File: config.mk
export PLATFORM = sky130hd
export DESIGN_NAME = uart_periph
export DESIGN_NICKNAME = d
export VERILOG_FILES = /design/src/hdl/uart_bus_pkg.sv /design/src/hdl/uart_reg_pkg.sv /design/src/hdl/uart_periph.sv /design/src/hdl/uart_regs.sv /design/src/hdl/uart_rx.sv /design/src/hdl/uart_tx.sv /design/src/hdl/uart_tx_fifo.sv
export SDC_FILE = /design/constraint.sdc
export NUM_CORES = 1
export LEC_CHECK = 0
export BUFFER_PORTS_ARGS = -buffer_cell sky130_fd_sc_hd__clkbuf_2
export CORE_MARGIN = 8
export CORE_UTILIZATION = 40
export CTS_BUF_LIST = sky130_fd_sc_hd__clkbuf_8 sky130_fd_sc_hd__clkbuf_16
export CTS_CLUSTER_SIZE = 10
export DETAILED_ROUTE_END_ITERATION = 7
export PLACE_DENSITY = 0.64
export SLEW_MARGIN = 15
export SYNTH_ARGS = -nofsm -noshare
export SYNTH_HDL_FRONTEND = slang
export SYNTH_SLANG_ARGS = --single-unit
File: constraint.sdc
create_clock -name clk -period 3 [get_ports clk]
set_clock_uncertainty 0.05 [all_clocks]
set_input_delay 0.45 -clock clk [delete_from_list [all_inputs] [get_ports clk]]
set_output_delay 0.45 -clock clk [all_outputs]
set_load 0.005 [all_outputs]
File: src/hdl/uart_bus_pkg.sv
/*
 * Data-bus request and response structs shared with the interconnect
 */
`default_nettype none

package uart_bus_pkg;

    // ------------------------------------------------------------
    // Request from the interconnect
    // ------------------------------------------------------------

    // Held steady with cyc high until the peripheral acknowledges
    typedef struct packed {
        logic        cyc;
        logic        w_en;
        logic [31:0] addr;
        logic [31:0] w_data;
    } dbus_req_s;

    // ------------------------------------------------------------
    // Response to the interconnect
    // ------------------------------------------------------------

    // ack is a single-cycle pulse, r_data valid in that cycle
    typedef struct packed {
        logic        ack;
        logic [31:0] r_data;
    } dbus_rsp_s;

endpackage

`default_nettype wire

File: src/hdl/uart_reg_pkg.sv
/*
 * UART register map, line control and status bit positions,
 * and the receiver report bundle
 */
`default_nettype none

package uart_reg_pkg;

    // Register index, taken from address bits 4 to 2
    typedef enum logic [2:0] {
        DATA    = 3'd0,
        BAUD    = 3'd1,
        LCTRL   = 3'd2,
        LSTATUS = 3'd3,
        IE      = 3'd4,
        SCRATCH = 3'd7
    } uart_reg_e;

    // Line control bits
    localparam int unsigned LCTRL_TWO_STOP = 0;

    // Line status bits, IE uses the same positions
    localparam int unsigned ST_RX_READY    = 0;
    localparam int unsigned ST_FRAME_ERR   = 1;
    localparam int unsigned ST_TX_NOT_FULL = 5;
    localparam int unsigned ST_TX_IDLE     = 6;

    // Receiver report, valid and frame_err are single-cycle strobes
    typedef struct packed {
        logic       valid;
        logic       frame_err;
        logic [7:0] data;
    } uart_rx_evt_s;

endpackage

`default_nettype wire

File: src/hdl/uart_periph.sv
/*
 * UART peripheral top: register block, transmit FIFO,
 * transmitter and receiver
 */
`default_nettype none

module uart_periph #(
    parameter int FIFO_DEPTH = 4,
    parameter int BAUD_RESET = 8
) (
    input  wire logic                    clk,
    input  wire logic                    rst_n,
    input  wire uart_bus_pkg::dbus_req_s dbus_req_i,
    input  wire logic                    sel_i,
    output uart_bus_pkg::dbus_rsp_s      dbus_rsp_o,
    output logic                         irq_o,
    input  wire logic                    rxd_i,
    output logic                         txd_o
);

    logic                       push;
    logic [7:0]                 push_data;
    logic                       fifo_full;
    logic                       fifo_empty;
    logic [7:0]                 fifo_head;
    logic                       tx_pop;
    logic                       tx_busy;
    logic [7:0]                 baud_div;
    logic                       two_stop;
    uart_reg_pkg::uart_rx_evt_s rx_evt;

    // Producer: bus registers
    uart_regs #(
        .FIFO_DEPTH (FIFO_DEPTH),
        .BAUD_RESET (BAUD_RESET)
    ) u_regs (
        .clk          (clk),
        .rst_n        (rst_n),
        .dbus_req_i   (dbus_req_i),
        .sel_i        (sel_i),
        .dbus_rsp_o   (dbus_rsp_o),
        .push_o       (push),
        .push_data_o  (push_data),
        .fifo_full_i  (fifo_full),
        .fifo_empty_i (fifo_empty),
        .tx_busy_i    (tx_busy),
        .rx_evt_i     (rx_evt),
        .baud_div_o   (baud_div),
        .two_stop_o   (two_stop),
        .irq_o        (irq_o)
    );

    uart_tx_fifo #(
        .FIFO_DEPTH (FIFO_DEPTH),
        .DATA_W     (8)
    ) u_tx_fifo (
        .clk         (clk),
        .rst_n       (rst_n),
        .push_i      (push),
        .push_data_i (push_data),
        .pop_i       (tx_pop),
        .head_o      (fifo_head),
        .full_o      (fifo_full),
        .empty_o     (fifo_empty)
    );

    // Consumer: serial transmitter
    uart_tx u_tx (
        .clk        (clk),
        .rst_n      (rst_n),
        .empty_i    (fifo_empty),
        .head_i     (fifo_head),
        .baud_div_i (baud_div),
        .two_stop_i (two_stop),
        .pop_o      (tx_pop),
        .busy_o     (tx_busy),
        .txd_o      (txd_o)
    );

    uart_rx u_rx (
        .clk        (clk),
        .rst_n      (rst_n),
        .rxd_i      (rxd_i),
        .baud_div_i (baud_div),
        .evt_o      (rx_evt)
    );

endmodule

`default_nettype wire

File: src/hdl/uart_regs.sv
/*
 * UART register block with bus decode and ack, register file,
 * sticky line status, interrupt and transmit FIFO push
 */
`default_nettype none

module uart_regs #(
    parameter int FIFO_DEPTH = 4,
    parameter int BAUD_RESET = 8
) (
    input  wire logic                         clk,
    input  wire logic                         rst_n,

    input  wire uart_bus_pkg::dbus_req_s      dbus_req_i,
    input  wire logic                         sel_i,
    output uart_bus_pkg::dbus_rsp_s           dbus_rsp_o,

    output logic                              push_o,
    output logic [7:0]                        push_data_o,
    input  wire logic                         fifo_full_i,
    input  wire logic                         fifo_empty_i,
    input  wire logic                         tx_busy_i,
    input  wire uart_reg_pkg::uart_rx_evt_s   rx_evt_i,

    output logic [7:0]                        baud_div_o,
    output logic                              two_stop_o,
    output logic                              irq_o
);

    uart_reg_pkg::uart_reg_e reg_addr;
    logic                    accept;
    logic                    wr_stb;
    logic                    rd_stb;
    logic [7:0]              w_byte;
    logic [7:0]              rd_byte;
    logic [7:0]              status;

    logic                    ack_q;
    logic [31:0]             r_data_q;
    logic [7:0]              baud_q;
    logic [7:0]              lctrl_q;
    logic [7:0]              ie_q;
    logic [7:0]              scratch_q;
    logic [7:0]              rx_data_q;
    logic                    rx_ready_q;
    logic                    frame_err_q;
    logic                    irq_q;

    // ------------------------------------------------------------
    // Bus decode
    // ------------------------------------------------------------

    // The ack cycle blocks a second accept of a held request
    assign reg_addr = uart_reg_pkg::uart_reg_e'(dbus_req_i.addr[4:2]);
    assign accept   = dbus_req_i.cyc & sel_i & ~ack_q;
    assign wr_stb   = accept & dbus_req_i.w_en;
    assign rd_stb   = accept & ~dbus_req_i.w_en;
    assign w_byte   = dbus_req_i.w_data[7:0];

    always_ff @(posedge clk) begin
        if (!rst_n) begin
            ack_q <= 1'b0;
        end else begin
            ack_q <= accept;
        end
    end

    always_ff @(posedge clk) begin
        if (rd_stb) begin
            r_data_q <= {24'd0, rd_byte};
        end
    end

    assign dbus_rsp_o = '{ack: ack_q, r_data: r_data_q};

    // ------------------------------------------------------------
    // Register file
    // ------------------------------------------------------------

    always_comb begin
        status                                 = '0;
        status[uart_reg_pkg::ST_RX_READY]    = rx_ready_q;
        status[uart_reg_pkg::ST_FRAME_ERR]   = frame_err_q;
        status[uart_reg_pkg::ST_TX_NOT_FULL] = ~fifo_full_i;
        status[uart_reg_pkg::ST_TX_IDLE]     = fifo_empty_i & ~tx_busy_i;
    end

    always_comb begin
        case (reg_addr)
            uart_reg_pkg::DATA:    rd_byte = rx_data_q;
            uart_reg_pkg::BAUD:    rd_byte = baud_q;
            uart_reg_pkg::LCTRL:   rd_byte = lctrl_q;
            uart_reg_pkg::LSTATUS: rd_byte = status;
            uart_reg_pkg::IE:      rd_byte = ie_q;
            uart_reg_pkg::SCRATCH: rd_byte = scratch_q;
            default:               rd_byte = '0;
        endcase
    end

    // LSTATUS and unused addresses ignore writes
    always_ff @(posedge clk) begin
        if (!rst_n) begin
            baud_q    <= 8'(BAUD_RESET);
            lctrl_q   <= '0;
            ie_q      <= '0;
            scratch_q <= '0;
        end else if (wr_stb) begin
            case (reg_addr)
                uart_reg_pkg::BAUD:    baud_q    <= w_byte;
                uart_reg_pkg::LCTRL:   lctrl_q   <= w_byte;
                uart_reg_pkg::IE:      ie_q      <= w_byte;
                uart_reg_pkg::SCRATCH: scratch_q <= w_byte;
                default: ;
            endcase
        end
    end

    // Data writes go straight to the FIFO and are lost when it is full
    assign push_o      = wr_stb & (reg_addr == uart_reg_pkg::DATA) & ~fifo_full_i;
    assign push_data_o = w_byte;
    assign baud_div_o  = baud_q;
    assign two_stop_o  = lctrl_q[uart_reg_pkg::LCTRL_TWO_STOP];

    // ------------------------------------------------------------
    // Sticky status and interrupt
    // ------------------------------------------------------------

    // New receiver events win over a clearing read in the same cycle
    always_ff @(posedge clk) begin
        if (!rst_n) begin
            rx_ready_q  <= 1'b0;
            frame_err_q <= 1'b0;
            rx_data_q   <= '0;
            irq_q       <= 1'b0;
        end else begin
            if (rx_evt_i.valid) begin
                rx_ready_q <= 1'b1;
                rx_data_q  <= rx_evt_i.data;
            end else if (rd_stb && reg_addr == uart_reg_pkg::DATA) begin
                rx_ready_q <= 1'b0;
            end
            if (rx_evt_i.frame_err) begin
                frame_err_q <= 1'b1;
            end else if (rd_stb && reg_addr == uart_reg_pkg::LSTATUS) begin
                frame_err_q <= 1'b0;
            end
            irq_q <= |(status & ie_q);
        end
    end

    assign irq_o = irq_q;

    // A pushed byte is waiting in the FIFO one cycle later
    assert property (@(posedge clk) disable iff (!rst_n) push_o |=> !fifo_empty_i);

    // Starting from empty, full needs at least FIFO_DEPTH pushes
    assert property (@(posedge clk) disable iff (!rst_n)
        fifo_empty_i |-> !fifo_full_i [*FIFO_DEPTH]);

endmodule

`default_nettype wire

File: src/hdl/uart_rx.sv
/*
 * Serial receiver with input synchronizer, mid-bit sampling,
 * glitch rejection on the start bit and stop bit check
 */
`default_nettype none

module uart_rx (
    input  wire logic                 clk,
    input  wire logic                 rst_n,
    input  wire logic                 rxd_i,
    input  wire logic [7:0]           baud_div_i,
    output uart_reg_pkg::uart_rx_evt_s evt_o
);

    typedef enum logic [1:0] {
        S_IDLE,
        S_START,
        S_DATA,
        S_STOP
    } rx_state_e;

    rx_state_e  state_q;
    logic [2:0] rxd_pipe_q;
    logic [7:0] baud_cnt_q;
    logic [2:0] bit_idx_q;
    logic [7:0] shift_q;
    logic       valid_q;
    logic       ferr_q;
    logic       rxd_s;
    logic       fall;
    logic       mid_start;
    logic       bit_end;

    // Bits 0 and 1 synchronize and bit 2 is kept for edge detection
    assign rxd_s = rxd_pipe_q[1];
    assign fall  = rxd_pipe_q[2] & ~rxd_pipe_q[1];

    // The minus one makes up for the counter starting a cycle after the edge
    assign mid_start = (baud_cnt_q == {1'b0, baud_div_i[7:1]} - 8'd1);
    assign bit_end   = (baud_cnt_q == baud_div_i - 8'd1);

    // ------------------------------------------------------------
    // Frame FSM
    // ------------------------------------------------------------

    always_ff @(posedge clk) begin
        if (!rst_n) begin
            rxd_pipe_q <= '1;
            state_q    <= S_IDLE;
            baud_cnt_q <= '0;
            bit_idx_q  <= '0;
            valid_q    <= 1'b0;
            ferr_q     <= 1'b0;
        end else begin
            rxd_pipe_q <= {rxd_pipe_q[1:0], rxd_i};
            baud_cnt_q <= baud_cnt_q + 8'd1;
            valid_q    <= 1'b0;
            ferr_q     <= 1'b0;
            case (state_q)
                S_IDLE: begin
                    if (fall) begin
                        state_q    <= S_START;
                        baud_cnt_q <= '0;
                    end
                end
                S_START: begin
                    // A line that is high again by mid start bit was a glitch
                    if (mid_start) begin
                        state_q    <= rxd_s ? S_IDLE : S_DATA;
                        baud_cnt_q <= '0;
                        bit_idx_q  <= '0;
                    end
                end
                S_DATA: begin
                    if (bit_end) begin
                        baud_cnt_q <= '0;
                        bit_idx_q  <= bit_idx_q + 3'd1;
                        if (bit_idx_q == 3'd7) begin
                            state_q <= S_STOP;
                        end
                    end
                end
                S_STOP: begin
                    if (bit_end) begin
                        state_q <= S_IDLE;
                        valid_q <= rxd_s;
                        ferr_q  <= ~rxd_s;
                    end
                end
                default: state_q <= S_IDLE;
            endcase
        end
    end

    // LSB arrives first and is shifted in from the top
    always_ff @(posedge clk) begin
        if (state_q == S_DATA && bit_end) begin
            shift_q <= {rxd_s, shift_q[7:1]};
        end
    end

    assign evt_o = '{valid: valid_q, frame_err: ferr_q, data: shift_q};

    // The bit timer stays inside one bit time while a frame is in progress
    assert property (@(posedge clk) disable iff (!rst_n)
        (state_q != S_IDLE) |-> (baud_cnt_q < baud_div_i));

endmodule

`default_nettype wire

File: src/hdl/uart_tx.sv
/*
 * Serial transmitter: pops the FIFO, sends start, 8 data bits LSB first
 * and one or two stop bits
 */
`default_nettype none

module uart_tx (
    input  wire logic       clk,
    input  wire logic       rst_n,
    input  wire logic       empty_i,
    input  wire logic [7:0] head_i,
    input  wire logic [7:0] baud_div_i,
    input  wire logic       two_stop_i,
    output logic            pop_o,
    output logic            busy_o,
    output logic            txd_o
);

    typedef enum logic [2:0] {
        S_IDLE,
        S_START,
        S_DATA,
        S_STOP1,
        S_STOP2
    } tx_state_e;

    tx_state_e  state_q;
    logic [7:0] baud_cnt_q;
    logic [2:0] bit_idx_q;
    logic [7:0] shift_q;
    logic       txd_q;
    logic       bit_end;

    assign bit_end = (baud_cnt_q == baud_div_i - 8'd1);
    assign pop_o   = (state_q == S_IDLE) & ~empty_i;
    assign busy_o  = (state_q != S_IDLE);
    assign txd_o   = txd_q;

    // Bit timer, restarted by a pop and at every bit boundary
    always_ff @(posedge clk) begin
        if (!rst_n || pop_o || bit_end) begin
            baud_cnt_q <= '0;
        end else begin
            baud_cnt_q <= baud_cnt_q + 8'd1;
        end
    end

    // Shift register, bit 0 is always the next bit to go out
    always_ff @(posedge clk) begin
        if (pop_o) begin
            shift_q <= head_i;
        end else if (bit_end && (state_q == S_START || state_q == S_DATA)) begin
            shift_q <= {1'b0, shift_q[7:1]};
        end
    end

    // ------------------------------------------------------------
    // Frame FSM
    // ------------------------------------------------------------

    always_ff @(posedge clk) begin
        if (!rst_n) begin
            state_q   <= S_IDLE;
            bit_idx_q <= '0;
            txd_q     <= 1'b1;
        end else begin
            case (state_q)
                S_IDLE: begin
                    if (pop_o) begin
                        state_q <= S_START;
                        txd_q   <= 1'b0;
                    end
                end
                S_START: begin
                    if (bit_end) begin
                        state_q   <= S_DATA;
                        bit_idx_q <= '0;
                        txd_q     <= shift_q[0];
                    end
                end
                S_DATA: begin
                    if (bit_end && bit_idx_q == 3'd7) begin
                        state_q <= S_STOP1;
                        txd_q   <= 1'b1;
                    end else if (bit_end) begin
                        bit_idx_q <= bit_idx_q + 3'd1;
                        txd_q     <= shift_q[0];
                    end
                end
                S_STOP1: begin
                    if (bit_end) begin
                        state_q <= two_stop_i ? S_STOP2 : S_IDLE;
                    end
                end
                S_STOP2: begin
                    if (bit_end) begin
                        state_q <= S_IDLE;
                    end
                end
                default: state_q <= S_IDLE;
            endcase
        end
    end

endmodule

`default_nettype wire

File: src/hdl/uart_tx_fifo.sv
/*
 * Synchronous circular FIFO for transmit bytes, head readable without pop
 */
`default_nettype none

module uart_tx_fifo #(
    parameter int FIFO_DEPTH = 4,
    parameter int DATA_W     = 8
) (
    input  wire logic              clk,
    input  wire logic              rst_n,
    input  wire logic              push_i,
    input  wire logic [DATA_W-1:0] push_data_i,
    input  wire logic              pop_i,
    output logic [DATA_W-1:0]      head_o,
    output logic                   full_o,
    output logic                   empty_o
);

    localparam int PTR_W = $clog2(FIFO_DEPTH);
    localparam int CNT_W = $clog2(FIFO_DEPTH + 1);

    logic [DATA_W-1:0] mem_q [FIFO_DEPTH];
    logic [PTR_W-1:0]  wr_ptr_q;
    logic [PTR_W-1:0]  rd_ptr_q;
    logic [CNT_W-1:0]  count_q;
    logic              do_push;
    logic              do_pop;

    // Pointers wrap at FIFO_DEPTH, so any depth works
    function automatic logic [PTR_W-1:0] next_ptr(input logic [PTR_W-1:0] ptr);
        if (ptr == PTR_W'(FIFO_DEPTH - 1)) begin
            return '0;
        end
        return ptr + 1'b1;
    endfunction

    assign full_o  = (count_q == CNT_W'(FIFO_DEPTH));
    assign empty_o = (count_q == '0);
    assign do_push = push_i & ~full_o;
    assign do_pop  = pop_i & ~empty_o;
    assign head_o  = mem_q[rd_ptr_q];

    always_ff @(posedge clk) begin
        if (do_push) begin
            mem_q[wr_ptr_q] <= push_data_i;
        end
    end

    always_ff @(posedge clk) begin
        if (!rst_n) begin
            wr_ptr_q <= '0;
            rd_ptr_q <= '0;
            count_q  <= '0;
        end else begin
            if (do_push) begin
                wr_ptr_q <= next_ptr(wr_ptr_q);
            end
            if (do_pop) begin
                rd_ptr_q <= next_ptr(rd_ptr_q);
            end
            case ({do_push, do_pop})
                2'b10:   count_q <= count_q + 1'b1;
                2'b01:   count_q <= count_q - 1'b1;
                default: ;
            endcase
        end
    end

    // The transmitter only pops when it sees a byte waiting
    assert property (@(posedge clk) disable iff (!rst_n) pop_i |-> !empty_o);

endmodule

`default_nettype wire

### Word level (Yosys, flattened, before mapping)

Memories as Yosys holds them, arrays and structs flattened. A register that Yosys moved wholly into a read port is not among the register bits.
Cells that the tools add are included.

* add/subtract/negate cells: 10
* multipliers: 0
* divide/modulo/power cells: 0
* order comparisons: 0
* equality and inequality tests: 34
* shifts and indexed selects: 0
* multiplexer cells: 50
* bitwise operators: 18
* reduce and logical (&&, ||, !) cells: 32

Operator list (count)
* $pmux W8 S6: 1
* $mux W8: 5
* $mux W3: 10
* $eq A8 B8 Y1: 3
* $mux W2: 12
* $pmux W8 S3: 1
* $ne A2 B1 Y1 const B: 10
* $eq A3 B3 Y1 const B: 6
* $pmux W3 S2: 3
* $add A8 B1 Y8 const B: 2
* $mux W1: 15
* $pmux W3 S5: 1
* $eq A3 B2 Y1 const B: 4
* $reduce_bool A2 Y1: 6
* $and A1 B1 Y1: 11
* $eq A2 B2 Y1 const B: 5
* $reduce_and A2 Y1: 5
* $reduce_and A5 Y1: 2
* $add A3 B1 Y3 const B: 3
* $logic_not A3 Y1: 3
* $and A7 B8 Y8: 1
* $pmux W2 S4: 1
* $reduce_or A8 Y1: 1
* $sub A7 B1 Y8 const B: 1
* other kinds (15): 32

* bits in registers: 108
* latch bits: 0
* RAM bits: 32
* memory bits (read-only): 0
* input bits: 70
* output and inout port bits: 35
* word-level logic and storage cells: 170
* memories: 1

Memories
* u_tx_fifo.mem_q: depth 4, width 8, rd ports 1, clocked after Yosys merged registers in 1, write ports 1, RTL line uart_tx_fifo.sv:23 `logic [DATA_W-1:0] mem_q [FIFO_DEPTH];`

### Depth between registers and ports, before layout

Gate-level depths: netlist of run 1.

* depth after elaboration: 9
* gate-level depth with buffers: 12
* gate-level depth less buffers: 11

### Hierarchy

A second synthesis of run 1 with hierarchy kept.

* cell total of the unflattened synthesis: 649
* area, all modules: 7049.3 um2

By module, submodules not included
* uart_regs: times used 1, cells an instance 257, area each 2573.7 um2, seq. area each 1121.1 um2
* uart_tx_fifo: times used 1, cells an instance 98, area each 1644.1 um2, seq. area each 1141.1 um2
* uart_rx: times used 1, cells an instance 157, area each 1493.9 um2, seq. area each 600.6 um2
* uart_tx: times used 1, cells an instance 137, area each 1337.5 um2, seq. area each 540.5 um2

### Worst setup path after synthesis of run 1

OpenSTA, ideal clock, no wires.

* kind: reg2reg
* from: register u_regs.baud_q[2] (netlist: u_regs.baud_div_o[2])
* to: register u_rx.bit_idx_q[2]
* setup time: 0.133 ns
* data arrival time: 2.445 ns
* required time: 2.817 ns
* setup slack: 0.372 ns
* stages on the path, launching flop included: 12
* buffers on the path: 3
* period minus slack after synthesis: 2.628 ns
* cells stage by stage: dfxtp_1 -> clkbuf_1 -> inv_1 -> ha_1 -> buf_4 -> or4_1 -> or4_1 -> o221ai_1 -> a31oi_1 -> o21ai_1 -> buf_2 -> o221ai_1

* longest elaborated chain between the ends: 4
* elaborated cells on any way between the ends: 7
* classes of those cells: add/sub (2); eq/ne (4); reduce/logical (1)

Ends and longest elaborated chain
* start, declared: RTL line uart_regs.sv:40 `logic [7:0] baud_q;`
* start signal, assigned: RTL line uart_regs.sv:103 `baud_q <= 8'(BAUD_RESET);`
* start signal, assigned: RTL line uart_regs.sv:109 `uart_reg_pkg::BAUD: baud_q <= w_byte;`
* $sub A8 B1 Y8 or $sub A7 B1 Y8 (tied branches): RTL line uart_rx.sv:40, uart_rx.sv:39
* $eq A8 B8 Y1, on equally long branches: RTL line uart_rx.sv:40, uart_rx.sv:39
* $ne A2 B1 Y1 (no line)
* $reduce_and A3 Y1 (no line) *
* end signal, assigned: RTL line uart_rx.sv:77 `bit_idx_q <= bit_idx_q + 3'd1;`
* end, declared: RTL line uart_rx.sv:25 `logic [2:0] bit_idx_q;`

Mark *: on every way between the ends. The rest lies on a longest branch, timed or not.
A chain may end at the register's enable or synchronous reset.

### Final worst setup path of run 1

* from: register u_regs.baud_q[1] (netlist: u_regs.baud_div_o[1])
* to: register u_rx.baud_cnt_q[5]

* longest elaborated chain between the ends: 4
* elaborated cells on any way between the ends: 7
* classes of those cells: add/sub (2); eq/ne (2); mux (3)

Ends and longest elaborated chain
* $sub A8 B1 Y8 or $sub A7 B1 Y8 (tied branches): RTL line uart_rx.sv:40, uart_rx.sv:39
* $eq A8 B8 Y1, on equally long branches: RTL line uart_rx.sv:40, uart_rx.sv:39
* $mux W8, on equally long branches: RTL line uart_rx.sv:75, uart_rx.sv:68
* $pmux W8 S3 *: RTL line uart_rx.sv:59 `case (state_q)`
* end signal, assigned: RTL line uart_rx.sv:56 `baud_cnt_q <= baud_cnt_q + 8'd1;`
* end, declared: RTL line uart_rx.sv:24 `logic [7:0] baud_cnt_q;`

Marks and branches as above.

==> flow_summary.json, run 1 <==
{
  "post_cts_buffers": 0,
  "hpwl_mm": 10.67,
  "globalRouteOverflowTotal": 0,
  "wl_mm": 14.89,
  "fp-row-count": 48,
  "syn_area_per_cell_um2": 10.52,
  "powerDensity_nw_per_um2": 654.5,
  "clk_latency_ns": 0.41,
  "hp-class": "input port to flop",
  "synth_ff_type": "dfxtp_1",
  "ir_drop_mv": 0.5590,
  "dieHeight_um": 146.9,
  "fin_ws_ns": 0.2313,
  "cts_buffers": 17,
  "htreeDepth": 4,
  "outcome": "complete, no violations",
  "drv_slew": 0,
  "syn2layout_area_growth_pct": 12.63,
  "drive_gt1_share_pct": 16.06,
  "grt_setup_unrepaired": "false",
  "initial_core_util_pct": 40.21,
  "via_per_inst": 5.195,
  "antenna_found_initial": 0,
  "ys_seq_area_share_pct": 49.63,
  "synth-edff-count": 56,
  "synth_area_um2": 6858,
  "synth.area.top_cells": "dfxtp_1 25%, edfxtp_1 25%, mux2i_1 6.9%",
  "grt_pass1_vias": 4852,
  "vias": 4727,
  "tns_ns": 0,
  "grtUsageTotal_pct": 14.28,
  "hold_viol": 0,
  "synth.distinct_cells": 70,
  "total_power_mw": 5.055,
  "fin_crit_sh_pct": 92.29,
  "die-area_um2": 21590,
  "crit-reg2reg-launch": "u_regs.baud_div_o[1]",
  "crit_type": "flop to flop",
  "worst_ep_arrival_time_ns": 3.00,
  "cp-startpoint": "u_regs.baud_div_o[1]",
  "synth_commonest_cells": "86 x dfxtp_1, 76 x nor2_1, 56 x edfxtp_1, 49 x nand2_1, 47 x mux2i_1",
  "drv_cap": 0,
  "setup_viol": 0,
  "die_x_um": 146.9,
  "clk_path_buf_depth": 2,
  "drc_errors": 0,
  "cp_max_fo": 10,
  "cp-end-kind": "flop",
  "drt_iter0_markers": 270,
  "cts_tree": "built",
  "synth_top_area_share_pct": 25.10,
  "dp.cells": 878,
  "max_freq_ghz": 0.3612,
  "nets": 757,
  "dr.pass1.iters": 8,
  "min-delay-start": "rxd_i",
  "period_needed_ns": 2.769,
  "utilization_pct": 45.28,
  "postRouteAntennaNets": 0,
  "boundaryPins": 105,
  "pre_cts_slack_ns": 0.1770,
  "gp_congestion": 0.8391,
  "io_buffer_count": 27,
  "synth_area_leader_cell": "dfxtp_1",
  "cts.clk_slew.worst_paths_ns": 0.06,
  "grt_max_degree": 60,
  "start_kind": "flop",
  "num_antenna_cells": 0,
  "worst_ep_required_time_ns": 3.23,
  "cts_root_buf": "clkbuf_16",
  "ys_async_sr_fraction_pct": 0,
  "core_area_um2": 17060,
  "power.leakage_nw": 3.004,
  "wl_per_cell_um": 16.36,
  "clock_sinks": 142,
  "yosys_warnings": 0,
  "reg2reg_slack_ns": 0.23,
  "tightest_slew_ns": 0.5655,
  "yosysMostFrequentCell": "dfxtp_1",
  "ys_ff_latch": 142,
  "slew_headroom_pct": 62.30,
  "grt_pass1_wl_mm": 24.72,
  "nFillCells": 1590,
  "layout.cells.non_filler": 910,
  "synthCells": 652
}
-- what timing repair did --
| item | 4_1_cts | 5_1_grt |
|---|---|---|
| hold buffers | 0 | 0 |
| endpoints found under the setup margin | 0 | 26 |
| resized for setup | 0 | 2 |
-- metal layers --
layer  share of wire [%]  routed length (um)  vias up  GRT usage (%)
li1                    -                   -     2307              -
met1                  44                6489     2302          17.42
met2                  51                7592      104          24.40
met3                 4.1                 616       14          3.568
met4                 1.2                 186        0          4.284
met5                   0                   0        -              0
-- cell usage in the layout (no fill, tap or decap), types with 14 or more instances in the layout --
master	count
inv_1	17
nand3_1	24
xor2_1	18
xnor2_1	21
edfxtp_1	56
clkbuf_2	27
ha_1	14
dfxtp_1	86
a21oi_1	15
nor2_1	76
conb_1	24
buf_4	19
nand2_1	49
mux2i_1	47
clkbuf_16	17
-- per-stage QoR --
stage | instance area [um^2] | hold WS [ns]
floorplan | 6944 | 0.3363
global placement | 7134 | 0.3445
detailed placement | 7134 | 0.3461
CTS | 7714 | 0.1538
global route | 7724 | 0.1544
finish | 7724 | 0.1697
-- sequential cells by signal, summed over array words and instances (netlist names), 3 cells and up, named ones only --
signal and flops:
u_regs.r_data_q 8, u_tx.state_q 3, u_rx.bit_idx_q 3, u_tx.bit_idx_q 3
u_tx_fifo.count_q 3, u_regs.lctrl_q 8, u_tx.shift_q 8, u_regs.ie_q 8
u_regs.rx_data_q 8, u_regs.scratch_q 8, u_rx.shift_q 8, u_tx_fifo.mem_q 32
u_rx.rxd_pipe_q 3, u_regs.baud_div_o 8, u_rx.baud_cnt_q 8, u_tx.baud_cnt_q 8
-- final cells by class --
type / instances / area [um^2] / share of cell area [%]
repair buffers: 47 / 297.8 / 3.856
inverters: 16 / 60.06 / 0.7776
multi-input cells: 448 / 3102 / 40.16
clock buffers: 17 / 425.4 / 5.508
flip-flops and latches: 142 / 3403 / 44.06
clock inverters: 15 / 153.9 / 1.993
well taps: 225 / 281.5 / 3.645
-- final timing paths --
check / to / cells after the start
worst max-delay path: u_rx.baud_cnt_q[5] / 9
worst min-delay path: u_rx.rxd_pipe_q[0] / 2
worst max register to register: u_rx.baud_cnt_q[5] / 9
worst min register to register: u_rx.rxd_pipe_q[1] / 1
-- kinds of logic after synthesis --
| logic type | count (synthesis) | synth area share, % |
|---|---|---|
| mux | 63 | 10.86 |
| simple gates | 225 | 16.17 |
| xor+xnor | 40 | 5.364 |
| flops | 142 | 49.63 |
| other cells | 1 | 0.05468 |
| fa+ha+maj | 15 | 2.846 |
| compound gates | 81 | 8.539 |
| buf+inv | 85 | 6.550 |
-- power by group --
group	leakage, nW	total (mW)	switching, mW	internal (mW)
clock network	0.294	2.05	0.765	1.29
logic	1.50	0.734	0.448	0.286
registers	1.20	2.27	0.0950	2.17
total	3.00	5.06	1.31	3.75
-- worst max-delay path, stage by stage (launching register included) --
cell       delay, ns
dfxtp_1         0.31
inv_1           0.08
ha_1            0.37
nand2_1         0.08
or4_1           0.47
a2111oi_0       0.40
o21ai_0         0.30
o21ai_2         0.29
buf_4           0.21
o32ai_1         0.10
No activity file was read; power rests on OpenSTA's default activity.
==> run 2: changes to the inputs <==
--- a/config.mk
+++ b/config.mk
@@ -8,7 +8,7 @@
 export BUFFER_PORTS_ARGS = -buffer_cell sky130_fd_sc_hd__clkbuf_2
 export CORE_MARGIN = 8
 export CORE_UTILIZATION = 40
-export CTS_BUF_LIST = sky130_fd_sc_hd__clkbuf_8 sky130_fd_sc_hd__clkbuf_16
+export CTS_BUF_LIST = sky130_fd_sc_hd__clkbuf_4
 export CTS_CLUSTER_SIZE = 10
 export DETAILED_ROUTE_END_ITERATION = 7
 export PLACE_DENSITY = 0.64
==> run 2 against run 1 <==
  * Maximum frequency shrank 0.20%
  * Sequential power barely moved
  * Highest routed layer unchanged
  * Critical path type unchanged
  * Critical endpoint unchanged
  * Utilization down 1.7 points
==> flow_summary.json, run 2 (synthesized netlist as in run 1, its figures left out) <==
{
  "powerDensity_nw_per_um2": 571.0,
  "grt_pass1_vias": 4826,
  "layout.cells.non_filler": 911,
  "outcome": "complete, no violations",
  "postRouteAntennaNets": 0,
  "cts.clk_slew.worst_paths_ns": 0.11,
  "largest_reg_flops": 32,
  "dp.cells": 878,
  "worst_ep_required_time_ns": 3.37,
  "antenna_found_initial": 0,
  "globalRouteOverflowTotal": 0,
  "grt_setup_unrepaired": "false",
  "dieHeight_um": 146.9,
  "fin_ws_ns": 0.2257,
  "r2r-end": "u_rx.baud_cnt_q[5]",
  "clk_path_buf_depth": 2,
  "drv_cap": 0,
  "cp.depth": 9,
  "syn2layout_area_growth_pct": 8.484,
  "ir_drop_mv": 0.3951,
  "hold_viol": 0,
  "htreeDepth": 4,
  "io_buffer_count": 27,
  "die-area_um2": 21590,
  "reg2reg_depth": 9,
  "clk_latency_ns": 0.54,
  "critPathBufInv": 2,
  "top_register": "u_tx_fifo.mem_q",
  "max_freq_ghz": 0.3604,
  "wl_per_cell_um": 16.34,
  "via_per_inst": 5.216,
  "cp_max_fo": 10,
  "grt_max_degree": 60,
  "vias": 4752,
  "cts_root_buf": "clkbuf_4",
  "gp_congestion": 0.8391,
  "nets": 758,
  "clock_sinks": 142,
  "critPathMaxStageDelay_ns": 0.47,
  "hold-path-cell-count": 1,
  "boundaryPins": 105,
  "crit-reg2reg-launch": "u_regs.baud_div_o[1]",
  "min-delay-start": "dbus_req_i[6]",
  "drc_errors": 0,
  "holdWs_ns": 0.2264,
  "fin_crit_sh_pct": 92.48,
  "crit_slowest_cell": "or4_1",
  "die_x_um": 146.9,
  "grt_pass1_wl_mm": 24.49,
  "drv_slew": 0,
  "tightest_slew_ns": 0.5623,
  "pre_cts_slack_ns": 0.1770,
  "initial_core_util_pct": 40.21,
  "whs_endpoint": "u_tx_fifo.mem_q[3][6]",
  "cp-end-kind": "flop",
  "worst_ep_arrival_time_ns": 3.15,
  "power.leakage_nw": 2.876,
  "num_antenna_cells": 0,
  "grtUsageTotal_pct": 14.18,
  "hp-class": "input port to flop",
  "reg2reg_slack_ns": 0.23,
  "core_area_um2": 17060,
  "fp-row-count": 48,
  "worst_path_dominant_cell_family": "compound AO/OA/AOI/OAI gates",
  "dr.pass1.iters": 5,
  "period_needed_ns": 2.774,
  "cp_cell_sequence": "inv_1 > ha_1 > nand2_1 > or4_1 > a2111oi_0 > o21ai_0 > o21ai_2 > buf_4 > o32ai_1",
  "slew_headroom_pct": 62.41,
  "wl_mm": 14.89,
  "crit_type": "flop to flop",
  "drt_iter0_markers": 297,
  "hpwl_mm": 10.67,
  "cts_tree": "built",
  "start_kind": "flop",
  "tns_ns": 0,
  "final_common_cell": "dfxtp_1",
  "drive_gt1_share_pct": 16.18,
  "cts_buffers": 17,
  "post_cts_buffers": 0,
  "setup_viol": 0,
  "layout_common_cells": "86 x dfxtp_1, 76 x nor2_1, 56 x edfxtp_1, 49 x nand2_1, 47 x mux2i_1"
}
==> run 2: cell count changes in the layout (fill, tap and decap cells not counted) <==
cell           delta
inv_1             -1
clkbuf_16        -17
clkbuf_4         +18
dlygate4sd3_1     +1
==> run 2: cell type report <==
type	instances	area, um^2
clock buffer	18	135.1
fill	1630	9617
tap	225	281.5
timing repair buffer	48	307.8
inverter	16	60.06
multi-input combinational	448	3102
sequential	142	3403
clock inverter	14	150.1
==> run 2: routing by layer <==
metal | part of all wire, % | global-route usage, %
met2 | 50 | 24.06
met4 | 1.4 | 5.252
met3 | 3.7 | 3.199
met1 | 45 | 17.28
met5 | 0 | 0
==> run 2: worst max path at each step <==
stage | startpoint | end
after global routing | u_regs.baud_div_o[1] | u_rx.baud_cnt_q[5]
final | u_regs.baud_div_o[1] | u_rx.baud_cnt_q[5]
after global placement | u_regs.baud_div_o[1] | u_tx.state_q[2]
after floorplan | u_regs.baud_div_o[2] | u_rx.bit_idx_q[2]
after detailed placement | u_regs.baud_div_o[1] | u_tx.state_q[2]
after CTS | u_regs.baud_div_o[1] | u_tx.state_q[2]
==> run 2: worst reg2reg max path, delay by kind of cell (launching register included) <==
family / cells / cell delay (ns)
AO/OA/AOI/OAI: 4 / 1.08
adder cells (fa/ha/maj): 1 / 0.36
buffers and inverters: 2 / 0.30
flip-flops: 1 / 0.33
AND/OR/NAND/NOR: 2 / 0.55
==> run 2: what timing repair did <==
item / in CTS / in global routing
gates resized for setup: 0 / 2
setup endpoints to repair: 0 / 26
hold endpoints to repair: 1 / 0
hold buffers: 1 / 0
==> run 2: per-stage QoR <==
stage	util, %	power, mW	instance area (um^2)
2_1_floorplan	-	2.836	6944
3_3_place_gp	41.83	2.999	7134
3_5_place_dp	41.83	3.043	7134
4_1_cts	43.56	4.292	7430
5_1_grt	43.62	4.470	7440
6_report	43.62	4.248	7440
==> run 2: where the power goes <==
part / total, mW / internal [mW] / switching (mW)
clock network: 1.24 / 0.573 / 0.671
registers: 2.26 / 2.17 / 0.0928
logic: 0.741 / 0.287 / 0.454
